File: src/verilog/core_pkg.sv
`default_nettype none

package core_pkg;

    localparam int XLEN = 32;

    typedef logic [XLEN-1:0] xlen_t;
    typedef logic [4:0]      reg_addr_t;
    typedef logic [63:0]     inst_id_t;

    typedef enum logic [3:0] {
        WB_ALU   = 4'd0,
        WB_MEMB  = 4'd1,
        WB_MEMBU = 4'd2,
        WB_MEMH  = 4'd3,
        WB_MEMHU = 4'd4,
        WB_MEMW  = 4'd5,
        WB_PC    = 4'd6,
        WB_CSR   = 4'd7
    } wb_sel_e;

    typedef enum logic [1:0] {
        MEM_NONE  = 2'd0,
        MEM_LOAD  = 2'd1,
        MEM_STORE = 2'd2
    } mem_op_e;

    typedef enum logic [1:0] {
        SIZE_B = 2'd0,
        SIZE_H = 2'd1,
        SIZE_W = 2'd2
    } mem_size_e;

    typedef struct packed {
        logic      rf_wen;
        wb_sel_e   wb_sel;
        reg_addr_t wb_addr;
        mem_op_e   mem_op;
        mem_size_e mem_size;
    } ctrl_t;

    localparam int RAM_WORDS = 256;
    localparam int RAM_ADDR_W = $clog2(RAM_WORDS);

    localparam xlen_t    EXIT_PC       = 32'hffffff00;
    localparam inst_id_t INST_ID_RESET = 64'hffff000000000000;

endpackage

`default_nettype wire

File: src/verilog/register_file.sv
`timescale 1ns/1ns
`default_nettype none

module register_file (
    input  wire                 clk,
    input  wire                 reset_i,
    input  wire                 we_i,
    input  core_pkg::reg_addr_t waddr_i,
    input  core_pkg::xlen_t     wdata_i,
    input  core_pkg::reg_addr_t raddr_a_i,
    output core_pkg::xlen_t     rdata_a_o,
    input  core_pkg::reg_addr_t raddr_b_i,
    output core_pkg::xlen_t     rdata_b_o
);
    import core_pkg::*;

    xlen_t regs [32];

    always_ff @(posedge clk) begin
        if (reset_i) begin
            for (int i = 0; i < 32; i++) begin
                regs[i] <= '0;
            end
        end else if (we_i && waddr_i != 5'd0) begin
            regs[waddr_i] <= wdata_i;
        end
    end

    // x0 is never written, but force zero on read as well
    assign rdata_a_o = (raddr_a_i == 5'd0) ? '0 : regs[raddr_a_i];
    assign rdata_b_o = (raddr_b_i == 5'd0) ? '0 : regs[raddr_b_i];

endmodule

`default_nettype wire

File: config.mk
export PLATFORM = sky130hd
export DESIGN_NAME = register_file
export DESIGN_NICKNAME = d
export VERILOG_FILES = /design/src/verilog/core_pkg.sv /design/src/verilog/register_file.sv
export SDC_FILE = /design/constraint.sdc
export NUM_CORES = 2
export LEC_CHECK = 0
export CELL_PAD_IN_SITES_DETAIL_PLACEMENT = 2
export CELL_PAD_IN_SITES_GLOBAL_PLACEMENT = 2
export CORE_ASPECT_RATIO = 0.6
export CORE_MARGIN = 2
export CORE_UTILIZATION = 48
export DETAILED_ROUTE_END_ITERATION = 8
export DONT_BUFFER_PORTS = 1
export GPL_ROUTABILITY_DRIVEN = 1
export GPL_TIMING_DRIVEN = 0
export PLACE_DENSITY = 0.81
export SKIP_LAST_GASP = 1
export SLEW_MARGIN = 40
export SYNTH_ARGS = -nofsm -noshare
export SYNTH_HDL_FRONTEND = slang
export SYNTH_SLANG_ARGS = --single-unit
File: constraint.sdc
create_clock -name clk -period 2.8 [get_ports clk]
set_clock_uncertainty 0.1 [all_clocks]
set_input_delay 0.28 -clock clk [delete_from_list [all_inputs] [get_ports clk]]
set_output_delay 0.28 -clock clk [all_outputs]
set_load 0.005 [all_outputs]
; Word level (Yosys, flattened, before mapping)
; Memory sizes are Yosys's and may differ from the RTL's.
; Cells that the tools add are included.
[op_classes]
muxes = 10
n_reduce_logical = 5
[op_table]
columns = operator, n
row1 = $mux W32, 3
row2 = $reduce_or A32 Y1, 1
row3 = $logic_not A5 Y1, 2
row4 = $mux W1, 6
row5 = $mux W5, 1
row6 = $reduce_bool A5 Y1, 1
row7 = $logic_and A1 B1 Y1, 1
[totals]
regBits = 0
ramBits = 1024
elab_cells = 16
mem_count = 1
[memory_table]
columns = name, words, word_bits, read_ports, rd_clocked_by_memory_dff, write_ports, line
row1 = regs, 32, 32, 2, 0, 32, register_file.sv:17  ; xlen_t regs [32];

; Logic depth before layout (Yosys ltp)
[depth]
depth_word = 7
depth_mapped = 9
mapped_depth_nobuf = 4

; Worst setup path before layout
; Ideal clock, no wire load.
[synth_timing]
path_type = input to register
startpoint = in waddr_i[1]
endpoint = mem regs[12][0] (netlist bit) (enable)
setup_ns = 0.375
arrival_time_ns = 1.826
slack_ns = 0.499
stages = 4
cell_sequence = or4b_2 -> clkbuf_1 -> nor2_1 -> or2_2
[synth_lines]
columns = element, line
row1 = "start, declared", register_file.sv:8  ; input core_pkg::reg_addr_t waddr_i,
row2 = "end, declared", register_file.sv:17

==> impl_metrics.ini <==
[synth]
yosysUniqueCellTypes = 42
synth_seq_cells = 1024
syn_area_um2 = 54300
yosysWarnings = 0
seq_area_frac_synth = 0.567
syn_area_per_cell_um2 = 15.5
postSynthCellCount = 3502

[finish]
layout_commonest_cell = edfxtp_1
syn2layout_area_growth_pct = 15.5
reg.largest.list = regs x1024
nFillCells = 9637
layout_common_cells = edfxtp_1 (1024), and2_1 (994), mux4_2 (472)
stdcell_area_um2 = 62700
fin_nets = 3753
largest_register = regs
largest_reg_flops = 1024
drive_gt1_frac = 0.290

[critical_path]
crit_arrival_ps = 2710
worstSetupPathType = flop to output pin
slowest_stage = a2111oi_4
startpoint_type = flop
cp_num_buf_inv = 0
crit_fanout = 2
slowest_delay_ps = 590
cp.required_ps = 2420
end_kind = output pin
crit_chain = mux4_2, a22o_4, a2111oi_4, nor3_4
cpLargestDelayFamily = compound AO/OA/AOI/OAI gates

[clock_network]
cts.path.max_buffers = 3
cts_buffers = 99
path_clk_slew_ps = 70
cts_max_level = 3
cts_sinks = 1024
cts_tree = done
cts-root-buf = clkbuf_16

[timing]
min_period_ps = 3090
worstMarginPinSlew_ps = 1090
setup_tns_ps = -5760
timing.hold.ws_ps = 4.66
period_share = 1.10
max_freq_ghz = 0.324
hold_viol = 0
slew_headroom = 0.270
rsz0062_at_grt = yes
setup_viol = 73
slew_violations = 0
worst_slack_ps = -290

[floorplanning]
start_util = 0.485
boundaryPins = 114
coreArea_um2 = 112000
dieArea_um2 = 116000
die_w_um = 438
die_h_um = 264
rows = 95

[flow_run]
maxCapViolCount = 0

[global_route]
grt_pass1_wl_mm = 342
overflow = 0
first_global_vias = 40300
antenna_found_initial = 30
grt_usage = 0.435
grt_start_max_net_pins = 33

[route]
drt_pre_antenna_iters = 5
drtIter0Drc = 6507
wl_mm = 255
wire_per_inst_um = 48.1
num_vias = 39100
drc = 0
antenna_left = 0
avgViaCountPerCell = 7.37

[power]
power_density_nw_per_um2 = 596
leakage_nw = 21.2
ir_worst_vdd_v = 0.000545
power_w = 0.0374

[place]
pre_cts_slack_ps = -1000
placed_area_um2 = 56600
hpwlAfterDp_mm = 177
gp_congestion = 0.979
port_buffers = 0

[run_status]
status = complete, but fails checks
violations = setup timing

[min_path]
hp-class = input pin to flop
-- cell type report --
type	instances	area (um2)	area share
Inverter	2	7.51	0.000120
Buffer	381	2350	0.0375
Multi-Input combinational cell	2120	23900	0.381
Tap cell	1503	1880	0.0300
Clock buffer	123	2610	0.0416
Antenna cell	24	60.1	0.000958
Timing Repair Buffer	75	742	0.0118
Clock inverter	52	367	0.00585
Sequential cell	1024	30700	0.491
-- Yosys cell counts --
cell type / count / area (um2)
and2_1: 995 / 6220
a22o_1: 51 / 447
nand4b_1: 1 / 8.76
a211oi_1: 7 / 52.6
o21ai_0: 4 / 20.0
edfxtp_1: 1024 / 30700
nor4b_2: 1 / 15.0
nand2b_1: 5 / 31.3
or3b_2: 4 / 35.0
nor2_1: 36 / 135
inv_1: 2 / 7.51
a32o_1: 4 / 40.0
a2111oi_0: 14 / 123
or3_1: 2 / 12.5
nand4bb_1: 2 / 22.5
o22ai_1: 103 / 644
clkbuf_1: 271 / 1020
o221ai_1: 1 / 8.76
buf_6: 21 / 236
nand3b_1: 5 / 37.5
conb_1: 1 / 3.75
a2111oi_1: 41 / 410
and4b_1: 1 / 10.0
buf_2: 46 / 230
nor4_1: 6 / 37.5
mux2_2: 30 / 338
a22oi_1: 16 / 120
nand2_1: 7 / 26.3
buf_1: 11 / 41.3
nand3_1: 5 / 25.0
mux4_2: 472 / 10600
buf_4: 38 / 285
nor2b_1: 14 / 87.6
a221o_1: 2 / 20.0
nor3_1: 54 / 270
or2_2: 33 / 206
a21oi_1: 12 / 60.1
mux2i_1: 150 / 1500
and3_1: 3 / 18.8
a221oi_1: 4 / 35.0
or4b_2: 1 / 10.0
nor4b_1: 2 / 17.5
-- path summary, 6_finish.rpt --
kind                     start             to  slack, ps  cells past startpoint
setup / recovery  regs[30][14]  rdata_b_o[14]       -290                      4
hold / removal      wdata_i[2]    regs[14][2]          5                      2
-- repair_timing --
action	4_1_cts	5_1_grt
setup endpoints to repair	64	64
gates cloned	0	0
pin swaps	73	34
hold endpoints to repair	477	0
setup buffers	16	19
hold buffers	33	0
resized for setup	355	91
-- per-stage QoR --
stage,cells,utilization
floorplan,3533,-
global placement,5036,0.502
detailed placement,5042,0.506
CTS,5260,0.553
global route,5294,0.559
finish,5304,0.560
-- where the power goes --
part           total [W]  internal [W]  switching (W)
clock             0.0135       0.00704        0.00642
sequential        0.0183        0.0177       0.000595
combinational    0.00558       0.00215        0.00344
total             0.0374        0.0269         0.0105
-- per-layer routing --
layer	routed length (um)	vias to the layer above	global-route usage	share of wire
li1	-	14000	-	-
met1	94200	20800	0.580	0.37
met2	111000	3504	0.631	0.43
met3	35400	776	0.163	0.14
met4	14500	12	0.212	0.057
met5	134	-	0	0.00053
-- kinds of logic after synthesis --
group	count (synthesis)	share of synthesized area
AND/OR/NAND/NOR	1177	0.133
flip-flops	1024	0.567
multiplexers	652	0.230
buffers and inverters	389	0.0335
AO/OA/AOI/OAI	259	0.0365
other	1	0.0000691
No activity file was read; power rests on OpenSTA's default activity.
