[config.mk]
export PLATFORM = sky130hd
export DESIGN_NAME = writeback_stage_flat
export DESIGN_NICKNAME = d
export VERILOG_FILES = /design/src/verilog/core_pkg.sv /design/src/verilog/wb_bus_if.sv /design/src/verilog/writeback_stage.sv /design/src/flat_wrapper.sv
export SDC_FILE = /design/constraint.sdc
export NUM_CORES = 1
export LEC_CHECK = 0
export ABC_AREA = 1
export BUFFER_PORTS_ARGS = -buffer_cell sky130_fd_sc_hd__buf_2
export CORE_ASPECT_RATIO = 0.75
export CORE_MARGIN = 2
export CORE_UTILIZATION = 51
export DETAILED_ROUTE_END_ITERATION = 10
export PLACE_DENSITY = 0.87
export RECOVER_POWER = 100
export SYNTH_ARGS = -nofsm -noshare
export SYNTH_HDL_FRONTEND = slang
export SYNTH_SLANG_ARGS = --single-unit
[constraint.sdc]
create_clock -name clk -period 2.3 [get_ports clk]
set_input_delay 0.46 -clock clk [delete_from_list [all_inputs] [get_ports clk]]
set_output_delay 0.46 -clock clk [all_outputs]
set_load 0.02 [all_outputs]
[src/verilog/core_pkg.sv]
`default_nettype none

package core_pkg;

    localparam int XLEN = 32;

    typedef logic [XLEN-1:0] xlen_t;
    typedef logic [4:0]      reg_addr_t;
    typedef logic [63:0]     inst_id_t;

    typedef enum logic [3:0] {
        WB_ALU   = 4'd0,
        WB_MEMB  = 4'd1,
        WB_MEMBU = 4'd2,
        WB_MEMH  = 4'd3,
        WB_MEMHU = 4'd4,
        WB_MEMW  = 4'd5,
        WB_PC    = 4'd6,
        WB_CSR   = 4'd7
    } wb_sel_e;

    typedef enum logic [1:0] {
        MEM_NONE  = 2'd0,
        MEM_LOAD  = 2'd1,
        MEM_STORE = 2'd2
    } mem_op_e;

    typedef enum logic [1:0] {
        SIZE_B = 2'd0,
        SIZE_H = 2'd1,
        SIZE_W = 2'd2
    } mem_size_e;

    typedef struct packed {
        logic      rf_wen;
        wb_sel_e   wb_sel;
        reg_addr_t wb_addr;
        mem_op_e   mem_op;
        mem_size_e mem_size;
    } ctrl_t;

    localparam int RAM_WORDS = 256;
    localparam int RAM_ADDR_W = $clog2(RAM_WORDS);

    localparam xlen_t    EXIT_PC       = 32'hffffff00;
    localparam inst_id_t INST_ID_RESET = 64'hffff000000000000;

endpackage

`default_nettype wire

[src/verilog/wb_bus_if.sv]
`timescale 1ns/1ns
`default_nettype none

interface wb_bus_if;
    import core_pkg::*;

    logic     valid;
    xlen_t    pc;
    inst_id_t inst_id;
    ctrl_t    ctrl;
    xlen_t    alu_out;
    xlen_t    mem_rdata;
    xlen_t    csr_rdata;

    // Memory stage owns the write-back register
    modport source (
        output valid, pc, inst_id, ctrl, alu_out, mem_rdata, csr_rdata
    );

    modport sink (
        input valid, pc, inst_id, ctrl, alu_out, mem_rdata, csr_rdata
    );

endinterface

`default_nettype wire

[src/verilog/writeback_stage.sv]
`timescale 1ns/1ns
`default_nettype none

module writeback_stage (
    input  wire                 clk,
    input  wire                 reset_i,
    wb_bus_if.sink              wb,
    output logic                rf_we_o,
    output core_pkg::reg_addr_t rf_waddr_o,
    output core_pkg::xlen_t     rf_wdata_o,
    output core_pkg::xlen_t     inst_count_o,
    output logic                exit_o
);
    import core_pkg::*;

    inst_id_t saved_id;
    logic     is_new_inst;
    xlen_t    wb_data;

    function automatic xlen_t wb_data_f(
        input xlen_t   pc,
        input wb_sel_e sel,
        input xlen_t   alu,
        input xlen_t   csr,
        input xlen_t   rdata
    );
        logic [7:0]  byte_lane;
        logic [15:0] half_lane;
        // Low address bits pick the lane inside the loaded word
        byte_lane = rdata[{alu[1:0], 3'b000} +: 8];
        half_lane = alu[1] ? rdata[31:16] : rdata[15:0];
        case (sel)
            WB_MEMB:  wb_data_f = {{24{byte_lane[7]}}, byte_lane};
            WB_MEMBU: wb_data_f = {24'b0, byte_lane};
            WB_MEMH:  wb_data_f = {{16{half_lane[15]}}, half_lane};
            WB_MEMHU: wb_data_f = {16'b0, half_lane};
            WB_MEMW:  wb_data_f = rdata;
            WB_PC:    wb_data_f = pc + 32'd4;
            WB_CSR:   wb_data_f = csr;
            default:  wb_data_f = alu;
        endcase
    endfunction

    assign wb_data = wb_data_f(wb.pc, wb.ctrl.wb_sel, wb.alu_out, wb.csr_rdata,
                               wb.mem_rdata);

    // The bus keeps presenting the last instruction, so only a fresh id commits
    assign is_new_inst = wb.valid && (wb.inst_id != saved_id);

    assign rf_we_o = is_new_inst && wb.ctrl.rf_wen;
    assign rf_waddr_o = wb.ctrl.wb_addr;
    assign rf_wdata_o = wb_data;

    always_ff @(posedge clk) begin
        if (reset_i) begin
            saved_id <= INST_ID_RESET;
            inst_count_o <= '0;
            exit_o <= 1'b0;
        end else begin
            if (wb.valid) begin
                saved_id <= wb.inst_id;
            end
            if (is_new_inst) begin
                inst_count_o <= inst_count_o + 32'd1;
            end
            if (is_new_inst && wb.pc == EXIT_PC) begin
                exit_o <= 1'b1;
            end
        end
    end

    a_write_retires: assert property (@(posedge clk) disable iff (reset_i)
        rf_we_o |=> (inst_count_o == $past(inst_count_o) + 32'd1));

endmodule

`default_nettype wire

[src/flat_wrapper.sv]
// flat-port wrapper written by rule: the top's interface ports become plain ports
module writeback_stage_flat import core_pkg::*;
  (clk, reset_i, rf_we_o, rf_waddr_o, rf_wdata_o, inst_count_o, exit_o, wb_valid, wb_pc, wb_inst_id, wb_ctrl, wb_alu_out, wb_mem_rdata, wb_csr_rdata);
  wb_bus_if wb_i ();
  input  wire clk;
  input  wire reset_i;
  output logic rf_we_o;
  output core_pkg::reg_addr_t rf_waddr_o;
  output core_pkg::xlen_t rf_wdata_o;
  output core_pkg::xlen_t inst_count_o;
  output logic exit_o;
  input wire logic [$bits(wb_i.valid)-1:0] wb_valid;
  input wire logic [$bits(wb_i.pc)-1:0] wb_pc;
  input wire logic [$bits(wb_i.inst_id)-1:0] wb_inst_id;
  input wire logic [$bits(wb_i.ctrl)-1:0] wb_ctrl;
  input wire logic [$bits(wb_i.alu_out)-1:0] wb_alu_out;
  input wire logic [$bits(wb_i.mem_rdata)-1:0] wb_mem_rdata;
  input wire logic [$bits(wb_i.csr_rdata)-1:0] wb_csr_rdata;
  assign wb_i.valid = wb_valid;
  assign wb_i.pc = wb_pc;
  assign wb_i.inst_id = wb_inst_id;
  assign wb_i.ctrl = wb_ctrl;
  assign wb_i.alu_out = wb_alu_out;
  assign wb_i.mem_rdata = wb_mem_rdata;
  assign wb_i.csr_rdata = wb_csr_rdata;
  writeback_stage u_core (.clk(clk), .reset_i(reset_i), .wb(wb_i), .rf_we_o(rf_we_o), .rf_waddr_o(rf_waddr_o), .rf_wdata_o(rf_wdata_o), .inst_count_o(inst_count_o), .exit_o(exit_o));
endmodule
After elaboration in Yosys (flattened, before gate mapping)

Cells that the tools add are included.

Flip-flop bits (word level): 97
Input port bits: 209
Output and inout port bits: 71
Word-level logic and storage cells: 20

Add/subtract/negate cells: 2
Eq/ne operators: 9
Shift-type cells: 1
Muxes and demuxes: 2
Reductions and logical operators: 3

Operator list:

| cell                                                                  | number |
|---|---|
| 32-bit case mux with 7 select lines                                   | 1 |
| 64-bit inequality test                                                | 1 |
| 32-bit by 1-bit adder with 32-bit output, second input constant       | 1 |
| 32-bit by 3-bit adder with 32-bit output, second input constant       | 1 |
| 32-bit equality test, second input constant                           | 1 |
| 32-bit by 6-bit indexed part select with 8-bit output                 | 1 |
| 4-bit by 3-bit equality test with 1-bit output, second input constant | 4 |
| 16-bit two-way mux                                                    | 1 |
| 4-bit by 2-bit equality test with 1-bit output, second input constant | 2 |
| 4-bit by 1-bit equality test with 1-bit output, second input constant | 1 |
| 1-bit logical AND                                                     | 3 |

Logic depth before layout (Yosys ltp)

Depth after elaboration: 3
Mapped depth: 13
Gate-level depth less buffers: 12

Least setup slack after synthesis

No wires, ideal clock.

Kind: input -> output
From: in wb_alu_out[0]
To: out rf_wdata_o[19]
Arrival time: 1.725 ns
Data required time: 1.840 ns
Slack: 0.115 ns
Cell stages on the path: 11
Buffers on the path: 2
Cell sequence: buf_2 a21oi_1 o21ai_0 nand2_1 nand2_2 nand2_2 nor2_2 inv_1 buf_4 nor2_1 a21oi_1

Word-level cells in the longest chain between the ends: 2

RTL lines:

| item                                                  | line                  | text |
|---|---|---|
| from (decl)                                           | flat_wrapper.sv:16    | `input wire logic [$bits(wb_i.alu_out)-1:0] wb_alu_out;` |
| 32-bit by 6-bit indexed part select with 8-bit output | writeback_stage.sv:30 | `byte_lane = rdata[{alu[1:0], 3'b000} +: 8];` |
| 32-bit case mux with 7 select lines                   | writeback_stage.sv:32 | `case (sel)` |
| to (decl)                                             | flat_wrapper.sv:9     | `output core_pkg::xlen_t rf_wdata_o;` |

No other way between the ends.

Worst setup path after layout

From: in wb_pc[3]
To: out rf_wdata_o[30]

Word-level cells in the longest chain between the ends: 2

RTL lines:

| item                                     | line                  | text |
|---|---|---|
| from (decl)                              | flat_wrapper.sv:13    | `input wire logic [$bits(wb_i.pc)-1:0] wb_pc;` |
| 32-bit by 3-bit adder with 32-bit output | writeback_stage.sv:38 | `WB_PC: wb_data_f = pc + 32'd4;` |
| 32-bit case mux with 7 select lines      | writeback_stage.sv:32 |  |

No other way between the ends.

==> results.ini <==
[yosys]
synth_area_um2=7720
yosys_warnings=0
syn_nets=1574
synth_seq_area_share_pct=25.2
synth_edf_count=0
yosysTopAreaCell=dfxtp_1
async_flop_share_pct=0
yosysUniqueCellTypes=47
syn-mean-instance-area_um2=5.67
synth-seq-cells=97
ys.flop_type=dfxtp_1
yosys-top-cells-area=dfxtp_1 25%, nand2_1 19%, nor2_1 11%
synth_top_area_share_pct=25.2
netlist_instances=1361

[clock_tree]
root_buffer=clkbuf_16
tritoncts=built
htreeDepth=3
cts.clk_slew.worst_paths_ns=0.08
cts_buffers=9
cts_hold_buf=0
clock-sinks=97
cts_max_path_buffers=2
insertion_delay_ns=0.36

[sta]
fin_crit_sh_pct=101
rsz0062_at_grt=yes
setup_viol=2
slew-limit-headroom_pct=19.7
tightest_slew_ns=1.20
slew_viol_final=0
finalWorstSetupSlack_ns=-0.0341
final_hold_viol_count=0
finClkSkew_ns=0.0124
fin_crit_ns=2.33
max_freq_ghz=0.428
holdWs_ns=0.348

[floorplanning]
start_util_pct=52.7
fp.dieW_um=146
io_pins=280
die-area_um2=16100
coreArea_um2=14600
die_y_um=111
num_rows=38

[placed_design]
placed_cell_area_um2=9860
hpwl_um=23100
gp_congestion=1.09
portBuffers=265

[drt]
routedWlPerCell_um=15.8
drt_iter0_markers=731
drt_first_pass_iters=5
vias=10200
drc=0
ant_nets=0
vias_per_cell=5.34
wl_um=30100

[outcome]
outcome=complete, but fails checks
violations=setup timing

[global_routing]
grt_start_max_net_pins=55
grt-ovfl-total=0
grt_pass1_vias=9218
grt_pass1_wl_um=46000
track_usage_pct=35.0
antenna_found_initial=9

[worst_setup_path]
ff2ff_path_depth=12
crit_end=rf_wdata_o[30]
startpoint=wb_pc[3]
path_max_fanout=4
crit_path_end_kind=output port
ff2ff_setup_slack_ns=0.27
crit_arrival_ns=1.87
cp.required_ns=1.84
worstReg2RegEnd=u_core.inst_count_o[10]
crit_type=in2out
r2r-start=u_core.saved_id[58]
start_kind=input port

[power_and_ir_drop]
switching_share_pct=34.1
p_switching_mw=1.62
ir_worst_vdd_mv=0.445
power_frac_clock_pct=33.8
p_leak_nw=5.42
pwr-share-comb_pct=27.9
p_seq_share_pct=38.4
cell_internal_pwr_mw=3.12
total_power_mw=4.74
p_per_area_nw_per_um2=431

[cells_and_area]
design_area_um2=11000
nets=1909
area_delta_synth_final_pct=42.5
layout-drive-gt1-share_pct=31.0
fin_util_pct=75.1

[hold_path]
hold_path_class=in2reg

[job]
cap_violations=0

==> critical path, stage by stage <==
cell	delay, ns
buf_6	0.10
ha_2	0.20
nand3_2	0.13
inv_1	0.15
nand3_2	0.13
inv_2	0.11
a21oi_1	0.07
nand3b_1	0.21
a21oi_2	0.19
buf_6	0.13
==> layer usage <==
layer | share of wire (%) | wire length (um) | global-route usage (%)
met2 | 48 | 14400 | 59.8
met4 | 3.2 | 975 | 11.0
met3 | 8.1 | 2420 | 7.07
met5 | 0 | 0 | 0
met1 | 41 | 12300 | 44.3
==> state kept, by name, summed over array words and instances, names as in the netlist <==
| register | flops |
|---|---|
| u_core.saved_id | 64 |
| u_core.inst_count_o | 32 |
| u_core.exit_o | 1 |
==> how the worst min path moves through the flow <==
| stage | to | cells after the start | startpoint |
|---|---|---|---|
| after global placement | u_core.saved_id[62] | 2 | u_core.saved_id[62] |
| after floorplan | u_core.saved_id[62] | 2 | u_core.saved_id[62] |
| after CTS | u_core.saved_id[54] | 3 | wb_inst_id[54] |
| after global routing | u_core.saved_id[31] | 3 | wb_inst_id[31] |
| after detailed placement | u_core.inst_count_o[8] | 2 | u_core.inst_count_o[8] |
| final | u_core.saved_id[2] | 3 | wb_inst_id[2] |
==> power by group through the flow <==
stage               clock network, mW  registers [mW]  logic (mW)
CTS                              1.63            1.81        1.16
floorplan                           0            1.84       0.621
detailed placement                  0            1.85        1.13
global placement                    0            1.84        1.11
global route                     1.70            1.83        1.44
finish                           1.60            1.82        1.32
==> stage by stage <==
stage	instances	setup slack [ns]	TNS (ns)
6_report	1911	-0.0341	-0.0623
5_1_grt	1910	-0.105	-0.919
4_1_cts	1892	-0.000468	-0.000468
3_5_place_dp	1876	-0.119	-0.683
3_3_place_gp	1876	-0.105	-0.635
2_1_floorplan	1361	0.115	0
==> repair_timing <==
action	4_1_cts	5_1_grt
pin swaps	4	66
buffers inserted	0	8
resized for setup	36	213
cloned	0	1
endpoints found under the setup margin	21	32
==> cell usage in the layout (no fill, tap or decap), types with 8 or more instances in the layout <==
cell / count
a21oi_1: 85
a21oi_2: 14
buf_2: 189
buf_4: 119
buf_6: 25
clkbuf_1: 35
clkbuf_16: 10
dfxtp_1: 85
dfxtp_2: 12
diode_2: 10
inv_1: 153
inv_2: 15
nand2_1: 360
nand2_2: 18
nand2_4: 14
nand3_1: 66
nand3_2: 8
nand3b_1: 8
nand4_1: 10
nor2_1: 205
nor2_2: 16
nor2_4: 16
nor3_1: 19
nor3_2: 9
o21ai_0: 75
or2_2: 8
xor2_1: 29
==> kinds of logic (layout without fill, tap and decap cells) <==
group	count (synthesis)	count (layout)	synth area share, %
adder cells (fa/ha/maj)	4	4	0.648
other	0	10	0
AND/OR/NAND/NOR	769	769	42.0
buffers and inverters	231	571	12.1
AO/OA/AOI/OAI	226	226	16.3
XOR/XNOR	34	34	3.86
flip-flops	97	97	25.2
==> Yosys cell counts (3+ instances only) <==
cell         n
nand2_1    385
inv_1      170
nand2_4      3
nand3b_1     8
nor2_1     225
buf_1        5
o211ai_1     7
o2111ai_1    7
xnor2_1      4
nand4_1     10
a211oi_1     7
or2_2        9
o21ai_0     85
xor2_1      30
buf_2       10
nand2_2      4
nor2_4       3
dfxtp_1     97
clkbuf_1    30
buf_4        7
nand3_1     73
nor2_2       9
ha_1         4
nor3_2       3
a41oi_1      3
a21oi_1     98
a31oi_1      6
nor3_1      30
inv_2        5
==> layout make-up <==
type	instances	area (um^2)
multi-input cells	1033	5380
fillers	1267	3640
repair buffers	380	2380
flip-flops and latches	97	1960
inverters	175	682
well taps	200	250
clock buffers	9	225
clock inverters	7	96.3
diodes	10	25.0
(Power assumes the default switching activity.)
