`src/verilog/core_pkg.sv`:
```
`default_nettype none

package core_pkg;

    localparam int XLEN = 32;

    typedef logic [XLEN-1:0] xlen_t;
    typedef logic [4:0]      reg_addr_t;
    typedef logic [63:0]     inst_id_t;

    typedef enum logic [3:0] {
        WB_ALU   = 4'd0,
        WB_MEMB  = 4'd1,
        WB_MEMBU = 4'd2,
        WB_MEMH  = 4'd3,
        WB_MEMHU = 4'd4,
        WB_MEMW  = 4'd5,
        WB_PC    = 4'd6,
        WB_CSR   = 4'd7
    } wb_sel_e;

    typedef enum logic [1:0] {
        MEM_NONE  = 2'd0,
        MEM_LOAD  = 2'd1,
        MEM_STORE = 2'd2
    } mem_op_e;

    typedef enum logic [1:0] {
        SIZE_B = 2'd0,
        SIZE_H = 2'd1,
        SIZE_W = 2'd2
    } mem_size_e;

    typedef struct packed {
        logic      rf_wen;
        wb_sel_e   wb_sel;
        reg_addr_t wb_addr;
        mem_op_e   mem_op;
        mem_size_e mem_size;
    } ctrl_t;

    localparam int RAM_WORDS = 256;
    localparam int RAM_ADDR_W = $clog2(RAM_WORDS);

    localparam xlen_t    EXIT_PC       = 32'hffffff00;
    localparam inst_id_t INST_ID_RESET = 64'hffff000000000000;

endpackage

`default_nettype wire

```
`src/verilog/wb_bus_if.sv`:
```
`timescale 1ns/1ns
`default_nettype none

interface wb_bus_if;
    import core_pkg::*;

    logic     valid;
    xlen_t    pc;
    inst_id_t inst_id;
    ctrl_t    ctrl;
    xlen_t    alu_out;
    xlen_t    mem_rdata;
    xlen_t    csr_rdata;

    // Memory stage owns the write-back register
    modport source (
        output valid, pc, inst_id, ctrl, alu_out, mem_rdata, csr_rdata
    );

    modport sink (
        input valid, pc, inst_id, ctrl, alu_out, mem_rdata, csr_rdata
    );

endinterface

`default_nettype wire

```
`src/verilog/mem_stage.sv`:
```
`timescale 1ns/1ns
`default_nettype none

module mem_stage (
    input  wire                 clk,
    input  wire                 reset_i,
    input  wire                 valid_i,
    input  core_pkg::xlen_t     pc_i,
    input  core_pkg::inst_id_t  inst_id_i,
    input  core_pkg::ctrl_t     ctrl_i,
    input  core_pkg::xlen_t     alu_out_i,
    input  core_pkg::xlen_t     store_data_i,
    input  core_pkg::xlen_t     csr_rdata_i,
    output logic                ready_o,
    output core_pkg::xlen_t     paddr_o,
    output logic                psel_o,
    output logic                penable_o,
    output logic                pwrite_o,
    output core_pkg::xlen_t     pwdata_o,
    output logic [3:0]          pstrb_o,
    input  core_pkg::xlen_t     prdata_i,
    input  wire                 pready_i,
    wb_bus_if.source            wb
);
    import core_pkg::*;

    typedef enum logic [1:0] {ST_IDLE, ST_SETUP, ST_ACCESS} state_e;

    state_e   state;
    xlen_t    req_pc;
    inst_id_t req_id;
    ctrl_t    req_ctrl;
    xlen_t    req_alu;
    xlen_t    req_sd;
    xlen_t    req_csr;
    logic     accept;
    logic     is_mem;

    assign ready_o = (state == ST_IDLE);
    assign accept = valid_i && ready_o;
    assign is_mem = (ctrl_i.mem_op == MEM_LOAD) || (ctrl_i.mem_op == MEM_STORE);

    always_ff @(posedge clk) begin
        if (reset_i) begin
            state <= ST_IDLE;
            wb.valid <= 1'b0;
        end else begin
            case (state)
                ST_IDLE: begin
                    if (accept && is_mem) begin
                        state <= ST_SETUP;
                    end else if (accept) begin
                        wb.valid <= 1'b1;
                    end
                end
                ST_SETUP: state <= ST_ACCESS;
                ST_ACCESS: begin
                    if (pready_i) begin
                        state <= ST_IDLE;
                        wb.valid <= 1'b1;
                    end
                end
                default: state <= ST_IDLE;
            endcase
        end
    end

    // Request latch for memory ops and the write-back payload
    always_ff @(posedge clk) begin
        if (accept && is_mem) begin
            req_pc <= pc_i;
            req_id <= inst_id_i;
            req_ctrl <= ctrl_i;
            req_alu <= alu_out_i;
            req_sd <= store_data_i;
            req_csr <= csr_rdata_i;
        end
        if (accept && !is_mem) begin
            wb.pc <= pc_i;
            wb.inst_id <= inst_id_i;
            wb.ctrl <= ctrl_i;
            wb.alu_out <= alu_out_i;
            wb.mem_rdata <= '0;
            wb.csr_rdata <= csr_rdata_i;
        end else if (state == ST_ACCESS && pready_i) begin
            wb.pc <= req_pc;
            wb.inst_id <= req_id;
            wb.ctrl <= req_ctrl;
            wb.alu_out <= req_alu;
            wb.mem_rdata <= prdata_i;
            wb.csr_rdata <= req_csr;
        end
    end

    assign psel_o = (state != ST_IDLE);
    assign penable_o = (state == ST_ACCESS);
    assign pwrite_o = (req_ctrl.mem_op == MEM_STORE);
    assign paddr_o = {req_alu[31:2], 2'b00};

    always_comb begin
        case (req_ctrl.mem_size)
            SIZE_B: begin
                pwdata_o = {4{req_sd[7:0]}};
                pstrb_o = 4'b0001 << req_alu[1:0];
            end
            SIZE_H: begin
                pwdata_o = {2{req_sd[15:0]}};
                pstrb_o = req_alu[1] ? 4'b1100 : 4'b0011;
            end
            default: begin
                pwdata_o = req_sd;
                pstrb_o = 4'b1111;
            end
        endcase
        // Reads carry no strobes on APB
        if (!pwrite_o) begin
            pstrb_o = 4'b0000;
        end
    end

    a_apb_stable: assert property (@(posedge clk) disable iff (reset_i)
        (penable_o && !pready_i) |=>
            (psel_o && $stable(paddr_o) && $stable(pwrite_o) &&
             $stable(pwdata_o) && $stable(pstrb_o)));

    a_busy_no_accept: assert property (@(posedge clk) disable iff (reset_i)
        (psel_o && !(penable_o && pready_i)) |=> !ready_o);

endmodule

`default_nettype wire

```
`src/flat_wrapper.sv`:
```
// flat-port wrapper written by rule: the top's interface ports become plain ports
module mem_stage_flat import core_pkg::*;
  (clk, reset_i, valid_i, pc_i, inst_id_i, ctrl_i, alu_out_i, store_data_i, csr_rdata_i, ready_o, paddr_o, psel_o, penable_o, pwrite_o, pwdata_o, pstrb_o, prdata_i, pready_i, wb_valid, wb_pc, wb_inst_id, wb_ctrl, wb_alu_out, wb_mem_rdata, wb_csr_rdata);
  wb_bus_if wb_i ();
  input  wire clk;
  input  wire reset_i;
  input  wire valid_i;
  input  core_pkg::xlen_t pc_i;
  input  core_pkg::inst_id_t inst_id_i;
  input  core_pkg::ctrl_t ctrl_i;
  input  core_pkg::xlen_t alu_out_i;
  input  core_pkg::xlen_t store_data_i;
  input  core_pkg::xlen_t csr_rdata_i;
  output logic ready_o;
  output core_pkg::xlen_t paddr_o;
  output logic psel_o;
  output logic penable_o;
  output logic pwrite_o;
  output core_pkg::xlen_t pwdata_o;
  output logic [3:0] pstrb_o;
  input  core_pkg::xlen_t prdata_i;
  input  wire pready_i;
  output wire logic [$bits(wb_i.valid)-1:0] wb_valid;
  output wire logic [$bits(wb_i.pc)-1:0] wb_pc;
  output wire logic [$bits(wb_i.inst_id)-1:0] wb_inst_id;
  output wire logic [$bits(wb_i.ctrl)-1:0] wb_ctrl;
  output wire logic [$bits(wb_i.alu_out)-1:0] wb_alu_out;
  output wire logic [$bits(wb_i.mem_rdata)-1:0] wb_mem_rdata;
  output wire logic [$bits(wb_i.csr_rdata)-1:0] wb_csr_rdata;
  assign wb_valid = wb_i.valid;
  assign wb_pc = wb_i.pc;
  assign wb_inst_id = wb_i.inst_id;
  assign wb_ctrl = wb_i.ctrl;
  assign wb_alu_out = wb_i.alu_out;
  assign wb_mem_rdata = wb_i.mem_rdata;
  assign wb_csr_rdata = wb_i.csr_rdata;
  mem_stage u_core (.clk(clk), .reset_i(reset_i), .valid_i(valid_i), .pc_i(pc_i), .inst_id_i(inst_id_i), .ctrl_i(ctrl_i), .alu_out_i(alu_out_i), .store_data_i(store_data_i), .csr_rdata_i(csr_rdata_i), .ready_o(ready_o), .paddr_o(paddr_o), .psel_o(psel_o), .penable_o(penable_o), .pwrite_o(pwrite_o), .pwdata_o(pwdata_o), .pstrb_o(pstrb_o), .prdata_i(prdata_i), .pready_i(pready_i), .wb(wb_i));
endmodule
```
`config.mk`:
```
export PLATFORM = sky130hd
export DESIGN_NAME = mem_stage_flat
export DESIGN_NICKNAME = d
export VERILOG_FILES = /design/src/verilog/core_pkg.sv /design/src/verilog/wb_bus_if.sv /design/src/verilog/mem_stage.sv /design/src/flat_wrapper.sv
export SDC_FILE = /design/constraint.sdc
export NUM_CORES = 1
export LEC_CHECK = 0
export BUFFER_PORTS_ARGS = -buffer_cell sky130_fd_sc_hd__clkbuf_2
export CELL_PAD_IN_SITES_DETAIL_PLACEMENT = 0
export CELL_PAD_IN_SITES_GLOBAL_PLACEMENT = 1
export CORE_ASPECT_RATIO = 0.7
export CORE_MARGIN = 5
export CORE_UTILIZATION = 45
export CTS_CLUSTER_DIAMETER = 120
export DETAILED_ROUTE_END_ITERATION = 6
export PLACE_DENSITY_LB_ADDON = 0.1
export SYNTH_ARGS = -nofsm -noshare
export SYNTH_HDL_FRONTEND = slang
export SYNTH_SLANG_ARGS = --single-unit
```
`constraint.sdc`:
```
create_clock -name clk -period 18.1 [get_ports clk]
set_input_delay 3.62 -clock clk [delete_from_list [all_inputs] [get_ports clk]]
set_output_delay 3.62 -clock clk [all_outputs]
set_load 0.1 [all_outputs]
```
* Word level (Yosys, flattened, before mapping)
Cells that the tools add are included.
** Word-level totals
- Input bits :: 242
- Output and inout bits :: 279
- Flip-flop bits (word level) :: 415
- Logic and storage cells :: 67
** Cells by class
- Multiplexer cells :: 21
- Eq/ne operators :: 10
- Reduce and logical (&&, ||, !) cells :: 13
- Shifts and indexed selects :: 1
** Operator list (count)
- 32-bit two-way mux :: 6
- 64-bit two-way mux :: 2
- 32-bit case mux with 2 select lines :: 1
- 14-bit two-way mux :: 2
- 4-bit two-way mux :: 2
- 4-bit case mux with 2 select lines :: 1
- 2-bit by 1-bit == test with 1-bit output, second input constant :: 3
- 2-bit == test, second input constant :: 3
- 2-bit inequality test, second input constant :: 3
- 2-bit case mux with 3 select lines :: 1
- 2-bit nonzero test :: 3
- 1-bit logical AND :: 4
- 2-bit zero test :: 2
- 2-bit two-way mux :: 2
- 4-bit AND reduction :: 1
- 1-bit by 2-bit << shifter with 4-bit output, first input constant :: 1
- 1-bit two-way mux :: 3
- 2-bit by 1-bit inequality test with 1-bit output, second input constant :: 1
- 1-bit case mux with 2 select lines :: 1
- 2-bit AND reduction :: 1
- 1-bit zero test :: 1
- 1-bit logical OR :: 1

* Depth between registers and ports, before layout
Gate-level depths: netlist of run 1.
- Word-level depth :: 5
- Depth in mapped cells :: 8
- Mapped depth without buffers :: 3

* Worst setup path after synthesis of run 1
No wires, ideal clock.
- Kind :: input to register
- Start :: input valid_i
- End :: register u_core.req_alu[0], enable pin
- Buffers on the path :: 0
- Stages on the path :: 2
- Slack :: 4682 ps
- Arrival :: 12642 ps
- Library setup time :: 776 ps
- Required time :: 17324 ps
- Path through :: or3b_2 nor2_1
** Between the ends
- Longest elaborated chain between the ends :: 2
** Ends and longest elaborated chain
- start: declaration :: line flat_wrapper.sv:7 : input wire valid_i;
- 1-bit logical AND :: line mem_stage.sv:40 : assign accept = valid_i && ready_o;
- 1-bit logical AND :: line mem_stage.sv:70 : if (accept && is_mem) begin
- end signal: assignment :: line mem_stage.sv:74 : req_alu <= alu_out_i;
- end: declaration :: line mem_stage.sv:33 : xlen_t req_alu;
Every way passes these cells.
A chain may end at the register's enable or synchronous reset.

* Final worst setup path of run 1
- Start :: input ctrl_i[3] (netlist name)
- End :: register u_core.wb.pc[25], data pin
** Between the ends
- Longest elaborated chain between the ends :: 5
- Elaborated cells on any way between the ends :: 6
- Classes of those cells :: eq/ne (2); mux (1); reduce/logical (3)
** Ends and longest elaborated chain
- start: declaration :: line flat_wrapper.sv:10 : input core_pkg::ctrl_t ctrl_i;
- 2-bit by 1-bit == test with 1-bit output or 2-bit == test (tied branches) :: line mem_stage.sv:41 : assign is_mem = (ctrl_i.mem_op == MEM_LOAD) || (ctrl_i.mem_op == MEM_STORE);
- 1-bit logical OR (*) :: line mem_stage.sv:41
- 1-bit zero test (*) :: line mem_stage.sv:78 : if (accept && !is_mem) begin
- 1-bit logical AND (*) :: line mem_stage.sv:78
- 32-bit two-way mux (*) :: line mem_stage.sv:78
- end signal: assignment :: line mem_stage.sv:79 : wb.pc <= pc_i;
- end signal: assignment :: line mem_stage.sv:86 : wb.pc <= req_pc;
- end: declaration :: line wb_bus_if.sv:17 : output valid, pc, inst_id, ctrl, alu_out, mem_rdata, csr_rdata
Mark *: on every way between the ends. The rest lies on a longest branch, timed or not.

==> impl_results.rst, run 1 <==
.. list-table::
   :header-rows: 1

   * - Metric
     - Value
   * - Final period utilization
     - 0.371
   * - Switching Fraction
     - 0.321
   * - Data required time at the worst endpoint
     - 18.39 ns
   * - Final Hold Vio Count
     - 0
   * - WS Path Type
     - in2reg
   * - Clock sink count
     - 415
   * - Final Hold Slack
     - 0.454 ns
   * - Clock share of power
     - 0.333
   * - Clk pin slew, worst setup/hold paths
     - 0.06 ns
   * - Number of buffers created by CTS
     - 42
   * - Setup-violating endpoint count in the final report
     - 0
   * - Element type at the critical path end
     - flip-flop
   * - Full die area
     - 39800 um2
   * - Buffer count from post-CTS setup fixing
     - 0
   * - Routability congestion estimate from global placement
     - 0.801
   * - Grt total ovfl
     - 0
   * - Area of the core
     - 35600 um2
   * - Total routing usage reported by global routing
     - 0.196
   * - Antenna violations before repair
     - 4
   * - Total vias in the final route
     - 8955
   * - Drt first-iter violations
     - 571
   * - Unique cell type count in the Yosys netlist
     - 28
   * - Max-slew violation total from the final report
     - 0
   * - Routed length per instance
     - 21.9 um
   * - Highest attainable clock frequency
     - 0.149 GHz
   * - Switching component of the power
     - 823 uW
   * - Fraction of final layout cells sized beyond drive strength 1
     - 0.568
   * - Worst hold path type
     - reg2reg
   * - Wirelength, routed
     - 40600 um
   * - CTS Hold Buffers Added
     - 0
   * - Yosys Warn Count
     - 0
   * - Pin count of the biggest net entering global routing
     - 175
   * - Number of optimization iterations in the first detailed-route pass
     - 4
   * - Actual slew at the worst max-slew pin
     - 1.23 ns
   * - Count of nets left with antenna violations after detail routing
     - 0
   * - Resized cells post-CTS
     - 0
   * - Unrepaired setup endpoints after global routing
     - no
   * - Setup slack of the worst register-to-register path
     - 14.40 ns
   * - Combinational Power Share
     - 0.215
   * - TritonCTS clock tree
     - yes
   * - Area of the mapped netlist
     - 16100 um2
   * - Post-Syn Instances
     - 839
   * - Hold Path End
     - u_core.wb.mem_rdata[4]
   * - Clock insertion delay at the later pin of the skew report
     - 0.53 ns
   * - I/O Buffers
     - 518
   * - Endpoint of the lowest-slack register-to-register path
     - u_core.wb.pc[25]
   * - Cell Rows
     - 58
   * - Worst Path Arrival
     - 7.00 ns
   * - Synthesized area per cell
     - 19.2 um2
   * - Sequential cell fraction of total power
     - 0.452
   * - Relative slew slack
     - 0.179
   * - Horizontal extent of the die
     - 236 um
   * - H-tree depth reported by CTS
     - 2
   * - Final Critical Period
     - 6.71 ns
   * - Largest voltage drop on the vdd net
     - 0.0816 mV
   * - Initial Util
     - 0.453
   * - Hold-critical path depth
     - 2
   * - Net count reported at finish
     - 1578
   * - Status
     - complete, no violations
   * - Clock skew after layout
     - 0.00747 ns
   * - Maximum fanout along the worst path
     - 60
   * - Cell-internal power
     - 1740 uW
   * - Critical register-to-register path startpoint
     - u_core.state[1]
   * - First-pass GRT wire length
     - 59600 um
   * - Worst-case setup margin in the final layout
     - 11.39 ns
   * - Minimum setup slack after placement
     - 10.76 ns
   * - Chip height
     - 168 um
   * - Area added between synthesis and finish
     - 24.6%
   * - I/O pin cnt
     - 521
   * - Setup TNS Final
     - 0 ns
   * - Maximum count of clock buffers along a single path
     - 3
   * - Placed wire-length estimate after detailed placement
     - 29000 um
   * - Register area share after synthesis
     - 0.751
   * - Worst Hold Launch
     - u_core.wb.mem_rdata[4]
   * - Power density cells
     - 127 nW/um2
   * - Number of filler cells placed in the layout
     - 2946
   * - Kind of start point of the critical path
     - primary input
   * - R2R cell count
     - 5
   * - Post-synthesis sequential element count
     - 415
   * - Total power of the final layout
     - 2560 uW
   * - Via-per-instance ratio
     - 4.84
   * - Maximum Capacitance Violations
     - 0
   * - Number of global-route vias before repair
     - 9204
   * - Clock root buffer
     - sky130_fd_sc_hd__clkbuf_16
   * - Leakage power summed over all cells
     - 0.00812 uW
   * - Count of unresolved DRC violations after routing
     - 0
-- cell families (layout without fill, tap and decap cells) --
logic type | count (synthesis) | after routing | synth area share
AO/OA/AOI/OAI | 54 | 54 | 0.0168
other | 1 | 4 | 0.000232
AND/OR/NAND/NOR | 92 | 92 | 0.0240
multiplexers | 196 | 196 | 0.165
XOR/XNOR | 1 | 1 | 0.000543
flip-flops | 415 | 415 | 0.751
buffers and inverters | 80 | 608 | 0.0428
-- per-stage QoR --
stage	cell area, um2	utilization	cells
after floorplan	16100	-	840
final	20100	0.564	1850
after global placement	18800	0.526	1772
after detailed placement	18800	0.526	1772
after global routing	20100	0.564	1850
after CTS	20100	0.564	1848
-- power groups by stage --
stage,registers [uW],logic (uW),clock network [uW]
3_3_place_gp,1170,554,0
4_1_cts,1160,557,875
3_5_place_dp,1180,556,0
6_report,1160,551,852
5_1_grt,1160,570,919
2_1_floorplan,1440,208,0
-- metal layers --
layer	share of wire	global-route usage	vias to the layer above
li1	-	-	4134
met5	0.00067	0	-
met4	0.021	0.0479	4
met3	0.081	0.0696	60
met2	0.50	0.332	318
met1	0.40	0.243	4439
-- area by class of cell --
type / count / area [um2] / area share
inverter: 5 / 18.8 / 0.000934
antenna: 2 / 5.00 / 0.000249
clock inverter: 24 / 225 / 0.0112
sequential: 415 / 12100 / 0.603
timing repair buffer: 527 / 2670 / 0.133
clock buffer: 52 / 1110 / 0.0552
multi-input combinational: 345 / 3350 / 0.167
tap: 480 / 601 / 0.0299
-- sequential cells by signal, summed over array words and instances, names as in the netlist, 32 cells and up --
name and count:
u_core.wb.csr_rdata 32, u_core.wb.pc 32, u_core.wb.alu_out 32, u_core.wb.inst_id 64
u_core.req_pc 32, u_core.req_sd 32, u_core.req_csr 32, u_core.req_alu 32
u_core.wb.mem_rdata 32, u_core.req_id 64
-- Yosys cell counts --
cell / n / area (um2)
sky130_fd_sc_hd__a21oi_1: 39 / 195
sky130_fd_sc_hd__and2_1: 1 / 6.26
sky130_fd_sc_hd__and3b_1: 1 / 8.76
sky130_fd_sc_hd__buf_1: 1 / 3.75
sky130_fd_sc_hd__buf_12: 10 / 200
sky130_fd_sc_hd__buf_2: 2 / 10.0
sky130_fd_sc_hd__buf_4: 46 / 345
sky130_fd_sc_hd__buf_6: 4 / 45.0
sky130_fd_sc_hd__buf_8: 2 / 30.0
sky130_fd_sc_hd__clkbuf_1: 10 / 37.5
sky130_fd_sc_hd__conb_1: 1 / 3.75
sky130_fd_sc_hd__dfxtp_1: 35 / 701
sky130_fd_sc_hd__edfxtp_1: 380 / 11400
sky130_fd_sc_hd__inv_1: 5 / 18.8
sky130_fd_sc_hd__mux2_2: 63 / 709
sky130_fd_sc_hd__mux2_4: 124 / 1860
sky130_fd_sc_hd__mux2i_1: 9 / 90.1
sky130_fd_sc_hd__nand2_1: 74 / 278
sky130_fd_sc_hd__nand2b_1: 2 / 12.5
sky130_fd_sc_hd__nand3_1: 1 / 5.00
sky130_fd_sc_hd__nand3b_1: 1 / 7.51
sky130_fd_sc_hd__nor2_1: 8 / 30.0
sky130_fd_sc_hd__nor2b_1: 1 / 6.26
sky130_fd_sc_hd__nor3_1: 1 / 5.00
sky130_fd_sc_hd__nor3b_4: 1 / 18.8
sky130_fd_sc_hd__o21ai_0: 15 / 75.1
sky130_fd_sc_hd__or3b_2: 1 / 8.76
sky130_fd_sc_hd__xnor2_1: 1 / 8.76
-- cells in the final DEF (no fill, tap or decap), types with 4 or more instances in the layout --
| cell type | count |
|---|---|
| sky130_fd_sc_hd__clkbuf_1 | 9 |
| sky130_fd_sc_hd__clkbuf_2 | 518 |
| sky130_fd_sc_hd__clkinv_1 | 9 |
| sky130_fd_sc_hd__bufinv_16 | 4 |
| sky130_fd_sc_hd__clkinvlp_4 | 5 |
| sky130_fd_sc_hd__mux2i_1 | 9 |
| sky130_fd_sc_hd__nor2_1 | 7 |
| sky130_fd_sc_hd__a21oi_1 | 39 |
| sky130_fd_sc_hd__inv_1 | 5 |
| sky130_fd_sc_hd__mux2_2 | 63 |
| sky130_fd_sc_hd__dfxtp_1 | 35 |
| sky130_fd_sc_hd__mux2_4 | 124 |
| sky130_fd_sc_hd__o21ai_0 | 15 |
| sky130_fd_sc_hd__edfxtp_1 | 380 |
| sky130_fd_sc_hd__clkinv_2 | 5 |
| sky130_fd_sc_hd__clkbuf_16 | 43 |
| sky130_fd_sc_hd__nand2_1 | 73 |
| sky130_fd_sc_hd__buf_4 | 8 |
-- critical path, cell delays in order --
cell and delay [ns]:
sky130_fd_sc_hd__clkbuf_2 0.13, sky130_fd_sc_hd__xnor2_1 0.42, sky130_fd_sc_hd__and2_4 0.68, sky130_fd_sc_hd__buf_4 0.75, sky130_fd_sc_hd__buf_4 0.89, sky130_fd_sc_hd__mux2_2 0.41
-- worst max path at each step --
stage / start / cells past startpoint / endpoint / slack (ns)
after floorplan: valid_i / 2 / u_core.req_alu[0] / 4.68
after global placement: ctrl_i[3] / 6 / u_core.wb.inst_id[0] / 10.82
after detailed placement: ctrl_i[3] / 6 / u_core.wb.pc[16] / 10.76
after CTS: ctrl_i[3] / 6 / u_core.wb.pc[29] / 11.35
after global routing: ctrl_i[3] / 6 / u_core.wb.pc[25] / 11.14
final: ctrl_i[3] / 6 / u_core.wb.pc[25] / 11.39
Note: power is estimated with default switching activity, not from simulation.
==> run 2, diff against run 1 <==
--- a/config.mk
+++ b/config.mk
@@ -10,7 +10,7 @@
 export CELL_PAD_IN_SITES_GLOBAL_PLACEMENT = 1
 export CORE_ASPECT_RATIO = 0.7
 export CORE_MARGIN = 5
-export CORE_UTILIZATION = 45
+export CORE_UTILIZATION = 42
 export CTS_CLUSTER_DIAMETER = 120
 export DETAILED_ROUTE_END_ITERATION = 6
 export PLACE_DENSITY_LB_ADDON = 0.1
==> constraint.sdc (replaced) <==
create_clock -name clk -period 6.4 [get_ports clk]
set_input_delay 1.28 -clock clk [delete_from_list [all_inputs] [get_ports clk]]
set_output_delay 1.28 -clock clk [all_outputs]
set_load 0.1 [all_outputs]
==> impl_results.rst, run 2 (synthesized netlist as in run 1, its figures left out) <==
.. list-table::
   :header-rows: 1

   * - Metric
     - Value
   * - Horizontal extent of the die
     - 244 um
   * - Sequential cell fraction of total power
     - 0.458
   * - I/O Buffers
     - 518
   * - Endpoint of the lowest-slack register-to-register path
     - u_core.wb.pc[3]
   * - Max-slew violation total from the final report
     - 0
   * - Clock insertion delay at the later pin of the skew report
     - 0.54 ns
   * - Cell Rows
     - 60
   * - WS Path Type
     - reg2out
   * - First-pass GRT wire length
     - 59100 um
   * - Hold-critical path depth
     - 2
   * - Switching component of the power
     - 2310 uW
   * - Net count reported at finish
     - 1579
   * - TritonCTS clock tree
     - yes
   * - Fraction of final layout cells sized beyond drive strength 1
     - 0.566
   * - Drt first-iter violations
     - 364
   * - I/O pin cnt
     - 521
   * - Clock skew after layout
     - 0.0108 ns
   * - Setup-violating endpoint count in the final report
     - 0
   * - Highest attainable clock frequency
     - 0.252 GHz
   * - Element type at the critical path end
     - primary output
   * - Most common library cell in the layout ignoring fill and taps
     - sky130_fd_sc_hd__clkbuf_2
   * - Setup TNS Final
     - 0 ns
   * - Chip height
     - 174 um
   * - Most used cells in the layout excluding fill and tap cells
     - 518 x sky130_fd_sc_hd__clkbuf_2, 380 x sky130_fd_sc_hd__edfxtp_1, 124 x sky130_fd_sc_hd__mux2_4
   * - Count of nets left with antenna violations after detail routing
     - 0
   * - Status
     - complete, no violations
   * - Number of buffers created by CTS
     - 41
   * - Number of global-route vias before repair
     - 9171
   * - Routed length per instance
     - 21.8 um
   * - Clock sink count
     - 415
   * - Total power of the final layout
     - 7130 uW
   * - Total routing usage reported by global routing
     - 0.182
   * - Power density cells
     - 354 nW/um2
   * - Kind of start point of the critical path
     - flip-flop
   * - Largest voltage drop on the vdd net
     - 0.268 mV
   * - Grt total ovfl
     - 0
   * - Clk pin slew, worst setup/hold paths
     - 0.06 ns
   * - Largest registers
     - u_core.req_id: 64 flops, u_core.wb.inst_id: 64 flops
   * - Worst Path Arrival
     - 2.68 ns
   * - Clock root buffer
     - sky130_fd_sc_hd__clkbuf_16
   * - Final Critical Period
     - 3.96 ns
   * - Pin count of the biggest net entering global routing
     - 144
   * - Via-per-instance ratio
     - 4.71
   * - Relative slew slack
     - 0.214
   * - Maximum fanout along the worst path
     - 13
   * - Combinational Power Share
     - 0.219
   * - R2R cell count
     - 4
   * - Final period utilization
     - 0.619
   * - Initial Util
     - 0.422
   * - Maximum Capacitance Violations
     - 0
   * - Area added between synthesis and finish
     - 24.6%
   * - Resized cells post-CTS
     - 0
   * - Data required time at the worst endpoint
     - 5.12 ns
   * - Placed cell count
     - 1790
   * - Flip-flop and latch area
     - 12100 um2
   * - Unrepaired setup endpoints after global routing
     - no
   * - Slowest cell on the critical path
     - sky130_fd_sc_hd__nor2_1
   * - Leakage power summed over all cells
     - 0.00813 uW
   * - Total vias in the final route
     - 8804
   * - Antenna violations before repair
     - 10
   * - Count of unresolved DRC violations after routing
     - 0
   * - Area used by multi-input combinational logic
     - 3350 um2
   * - Slowest stage delay, CP
     - 0.68 ns
   * - Switching Fraction
     - 0.325
   * - Clock share of power
     - 0.323
   * - Setup slack of the worst register-to-register path
     - 3.89 ns
   * - CP Cell Sequence
     - nor2_1 > mux2_2 > clkbuf_2
   * - Worst hold path type
     - reg2reg
   * - Wirelength, routed
     - 40800 um
   * - Final Hold Vio Count
     - 0
   * - Routability congestion estimate from global placement
     - 0.789
   * - Maximum count of clock buffers along a single path
     - 3
   * - Critical register-to-register path startpoint
     - u_core.state[1]
   * - Placed wire-length estimate after detailed placement
     - 29300 um
   * - Number of optimization iterations in the first detailed-route pass
     - 4
   * - Final cell count without fillers
     - 1870
   * - CTS Hold Buffers Added
     - 0
   * - Cell-internal power
     - 4810 uW
   * - Number of filler cells placed in the layout
     - 3280
   * - Hold Path End
     - u_core.wb.mem_rdata[23]
   * - Worst Hold Launch
     - u_core.wb.mem_rdata[23]
   * - Area of the core
     - 38200 um2
   * - Buffer count from post-CTS setup fixing
     - 0
   * - H-tree depth reported by CTS
     - 2
   * - Actual slew at the worst max-slew pin
     - 1.18 ns
   * - Full die area
     - 42500 um2
-- run 2: through the flow --
step	hold slack, ns	setup slack, ns	utilization	cell area [um2]
6_report	0.455	2.44	0.526	20100
5_1_grt	0.470	2.26	0.526	20100
4_1_cts	0.456	2.36	0.526	20100
3_5_place_dp	0.447	2.64	0.493	18800
3_3_place_gp	0.442	2.66	0.493	18800
2_1_floorplan	0.525	0.382	-	16100
-- run 2: power groups by stage --
stage               clock (uW)  combinational, uW  sequential [uW]
global route              2490               1620             3280
CTS                       2380               1580             3260
global placement             0               1570             3320
floorplan                    0                589             4050
detailed placement           0               1580             3320
finish                    2300               1560             3260
-- run 2: cell type report --
type                       count  share of cell area
antenna                        5            0.000622
clock buffer                  55              0.0546
clock inverter                20             0.00772
inverter                       5            0.000933
multi-input combinational    345               0.167
sequential                   415               0.602
tap                          496              0.0309
timing repair buffer         529               0.136
-- run 2: worst max path at each step --
stage,startpoint,end,slack (ns),depth (start not counted)
final,u_core.req_ctrl[0],pwdata_o[9],2.44,3
after global routing,u_core.req_ctrl[0],pwdata_o[9],2.26,3
after CTS,u_core.req_ctrl[0],pwdata_o[9],2.36,3
after detailed placement,ctrl_i[3],u_core.wb.pc[3],2.64,5
after global placement,ctrl_i[2],u_core.wb.pc[6],2.66,5
after floorplan,pready_i,u_core.wb.alu_out[0],0.38,3
-- run 2: layer usage --
| metal | vias to the layer above | wire, um | track usage | share of wire |
|---|---|---|---|---|
| li1 | 4146 | - | - | - |
| met1 | 4284 | 15800 | 0.214 | 0.39 |
| met2 | 298 | 20100 | 0.310 | 0.49 |
| met3 | 68 | 3840 | 0.0785 | 0.094 |
| met4 | 8 | 998 | 0.0477 | 0.024 |
| met5 | - | 46 | 0 | 0.0011 |
-- run 2: worst max-delay path: cells and delay by family, from the launching register on --
family	cells	cell delay, ns
buf+inv	1	0.39
flops	1	0.66
mux	1	0.42
simple gates	1	0.68
==> run 3, diff against run 2 <==
--- a/config.mk
+++ b/config.mk
@@ -5,12 +5,13 @@
 export SDC_FILE = /design/constraint.sdc
 export NUM_CORES = 1
 export LEC_CHECK = 0
+export ABC_AREA = 1
 export BUFFER_PORTS_ARGS = -buffer_cell sky130_fd_sc_hd__clkbuf_2
 export CELL_PAD_IN_SITES_DETAIL_PLACEMENT = 0
 export CELL_PAD_IN_SITES_GLOBAL_PLACEMENT = 1
 export CORE_ASPECT_RATIO = 0.7
 export CORE_MARGIN = 5
-export CORE_UTILIZATION = 42
+export CORE_UTILIZATION = 40
 export CTS_CLUSTER_DIAMETER = 120
 export DETAILED_ROUTE_END_ITERATION = 6
 export PLACE_DENSITY_LB_ADDON = 0.1
==> constraint.sdc (replaced) <==
create_clock -name clk -period 3.75 [get_ports clk]
set_input_delay 0.75 -clock clk [delete_from_list [all_inputs] [get_ports clk]]
set_output_delay 0.75 -clock clk [all_outputs]
set_load 0.1 [all_outputs]
==> impl_results.rst, run 3 <==
.. list-table::
   :header-rows: 1

   * - Metric
     - Value
   * - Status
     - complete, no violations
   * - Area added between synthesis and finish
     - 24.8%
   * - Power density cells
     - 602 nW/um2
   * - Clock sink count
     - 415
   * - EDFF count, synth
     - 380
   * - Top flip-flop cell by instance count after synthesis
     - sky130_fd_sc_hd__edfxtp_1
   * - Pin count of the biggest net entering global routing
     - 210
   * - Most used cells in the layout excluding fill and tap cells
     - 518 x sky130_fd_sc_hd__clkbuf_2, 502 x sky130_fd_sc_hd__nand2_1, 380 x sky130_fd_sc_hd__edfxtp_1
   * - Commonest cells in the netlist
     - 505 x sky130_fd_sc_hd__nand2_1, 380 x sky130_fd_sc_hd__edfxtp_1, 210 x sky130_fd_sc_hd__nand3_1
   * - Relative slew slack
     - 0.118
   * - Cell Rows
     - 61
   * - Yosys Warn Count
     - 0
   * - Area of the mapped netlist
     - 16200 um2
   * - Number of buffers created by CTS
     - 43
   * - Most frequent cell after synthesis
     - sky130_fd_sc_hd__nand2_1
   * - R2R cell count
     - 6
   * - Register area share after synthesis
     - 0.746
   * - Highest attainable clock frequency
     - 0.287 GHz
   * - Instance area at placement
     - 19000 um2
   * - Final Hold Slack
     - 0.391 ns
   * - Unique cell type count in the Yosys netlist
     - 23
   * - Most common library cell in the layout ignoring fill and taps
     - sky130_fd_sc_hd__clkbuf_2
   * - Unrepaired setup endpoints after global routing
     - no
   * - Grt total ovfl
     - 0
   * - Cell type contributing the most total cell area after synthesis
     - sky130_fd_sc_hd__edfxtp_1
   * - Placed wire-length estimate after detailed placement
     - 31500 um
   * - Max-slew violation total from the final report
     - 0
   * - Clk pin slew, worst setup/hold paths
     - 0.06 ns
   * - Clock insertion delay at the later pin of the skew report
     - 0.54 ns
   * - Kind of start point of the critical path
     - flip-flop
   * - Buffer count from post-CTS setup fixing
     - 0
   * - Number of filler cells placed in the layout
     - 3739
   * - Routed length per instance
     - 20.0 um
   * - Element type at the critical path end
     - primary output
   * - Leakage power summed over all cells
     - 0.00914 uW
   * - Count of unresolved DRC violations after routing
     - 0
   * - Post-synthesis sequential element count
     - 415
   * - I/O pin cnt
     - 521
   * - Final period utilization
     - 0.929
   * - Resized cells post-CTS
     - 0
   * - Utilization after layout
     - 0.507
   * - Largest registers
     - u_core.req_id: 64 flops, u_core.wb.inst_id: 64 flops
   * - Maximum fanout along the worst path
     - 19
   * - Post-Syn Instances
     - 1321
   * - TritonCTS clock tree
     - yes
   * - Full die area
     - 44800 um2
   * - Share of async-settable or async-resettable flops after synthesis
     - 0
   * - Largest voltage drop on the vdd net
     - 0.349 mV
   * - Actual slew at the worst max-slew pin
     - 1.32 ns
   * - WS Path Type
     - reg2out
   * - Data required time at the worst endpoint
     - 3.00 ns
   * - Top post-synthesis cells by area
     - sky130_fd_sc_hd__edfxtp_1 70%, sky130_fd_sc_hd__nand2_1 12%, sky130_fd_sc_hd__nand3_1 6.5%
   * - Worst hold path type
     - in2reg
   * - Final cell count without fillers
     - 2355
   * - Setup TNS Final
     - 0 ns
   * - Drt first-iter violations
     - 708
   * - Hold-critical path depth
     - 1
   * - Final non-filler cell area
     - 20200 um2
   * - Initial Util
     - 0.406
   * - Fraction of final layout cells sized beyond drive strength 1
     - 0.332
   * - Wirelength, routed
     - 47100 um
   * - Chip height
     - 179 um
   * - First-pass GRT wire length
     - 68800 um
   * - Maximum count of clock buffers along a single path
     - 3
   * - Clock root buffer
     - sky130_fd_sc_hd__clkbuf_16
   * - Antenna violations before repair
     - 13
   * - I/O Buffers
     - 518
   * - Via-per-instance ratio
     - 4.74
   * - Area of the core
     - 39900 um2
   * - Synthesized area per cell
     - 12.3 um2
   * - Clock skew after layout
     - 0.0128 ns
   * - Worst Path Arrival
     - 2.73 ns
   * - Maximum Capacitance Violations
     - 0
   * - Total vias in the final route
     - 11200
   * - Number of global-route vias before repair
     - 10900
   * - Horizontal extent of the die
     - 251 um
   * - Routability congestion estimate from global placement
     - 0.857
   * - Net count reported at finish
     - 2027
   * - Count of nets left with antenna violations after detail routing
     - 0
   * - Setup-violating endpoint count in the final report
     - 0
   * - H-tree depth reported by CTS
     - 2
   * - Total routing usage reported by global routing
     - 0.200
   * - Final Critical Period
     - 3.48 ns
   * - Fraction of synthesized cell area taken by the top area cell type
     - 0.703
   * - Placed cell count
     - 2275
   * - Final Hold Vio Count
     - 0
   * - Number of optimization iterations in the first detailed-route pass
     - 7
   * - CTS Hold Buffers Added
     - 0
==> run 3: changes by cell type after synthesis, sizes merged, moves of 2 or more <==
cell,before,now
o211ai,0,3
mux2i,9,0
mux2,187,0
a21oi,39,4
nand3,1,210
nand2b,2,0
o21ai,15,6
buf,65,108
clkbuf,10,7
inv,5,50
nand2,74,508
==> run 3: worst max-delay path: stages (launching register included) <==
cell and delay [ns]:
sky130_fd_sc_hd__edfxtp_1 0.66, sky130_fd_sc_hd__inv_1 0.46, sky130_fd_sc_hd__nand2_1 0.19, sky130_fd_sc_hd__o211ai_1 0.35, sky130_fd_sc_hd__clkbuf_2 0.53
==> run 3: kinds of logic after synthesis <==
| group | after synthesis | share of synthesized area |
|---|---|---|
| AOI/OAI and AO/OA | 13 | 0.00447 |
| other | 1 | 0.000231 |
| buffers and inverters | 165 | 0.0618 |
| and+or+nand+nor | 727 | 0.187 |
| DFF | 415 | 0.746 |
==> run 3: layout make-up <==
| type | instances | area, um2 | share of cell area |
|---|---|---|---|
| antenna | 7 | 17.5 | 0.000865 |
| clock buffer | 60 | 1190 | 0.0589 |
| sequential | 415 | 12100 | 0.598 |
| multi-input combinational | 742 | 3180 | 0.157 |
| inverter | 50 | 203 | 0.0100 |
| timing repair buffer | 533 | 2810 | 0.139 |
| clock inverter | 13 | 60.1 | 0.00297 |
| tap | 535 | 669 | 0.0331 |
==> run 3: routing by layer <==
metal | vias to the layer above | track usage | share of wire
li1 | 5402 | - | -
met1 | 5309 | 0.253 | 0.40
met2 | 357 | 0.334 | 0.50
met3 | 71 | 0.0612 | 0.080
met4 | 12 | 0.0593 | 0.024
met5 | - | 0 | 0.0015
==> run 3: final timing paths <==
check | slack, ns | start | to
hold reg to reg | 0.51 | u_core.req_csr[27] | u_core.wb.csr_rdata[27]
hold / removal | 0.39 | store_data_i[14] | u_core.req_sd[14]
setup reg to reg | 1.52 | u_core.state[0] | u_core.req_alu[12]
setup / recovery | 0.27 | u_core.req_ctrl[1] | pwdata_o[31]
==> run 3: report_power, final <==
group | leakage [uW] | internal, uW | switching (uW) | total (uW)
clock | 0.000603 | 2200 | 1720 | 3920
sequential | 0.00384 | 5460 | 109 | 5570
combinational | 0.00469 | 395 | 2300 | 2700
==> run 3: stage by stage <==
| step | setup WS [ns] | total power (uW) |
|---|---|---|
| detailed placement | 0.641 | 8380 |
| global placement | 0.688 | 8370 |
| finish | 0.268 | 12200 |
| CTS | 0.0367 | 12300 |
| floorplan | -0.844 | 7850 |
| global route | 0.128 | 12600 |
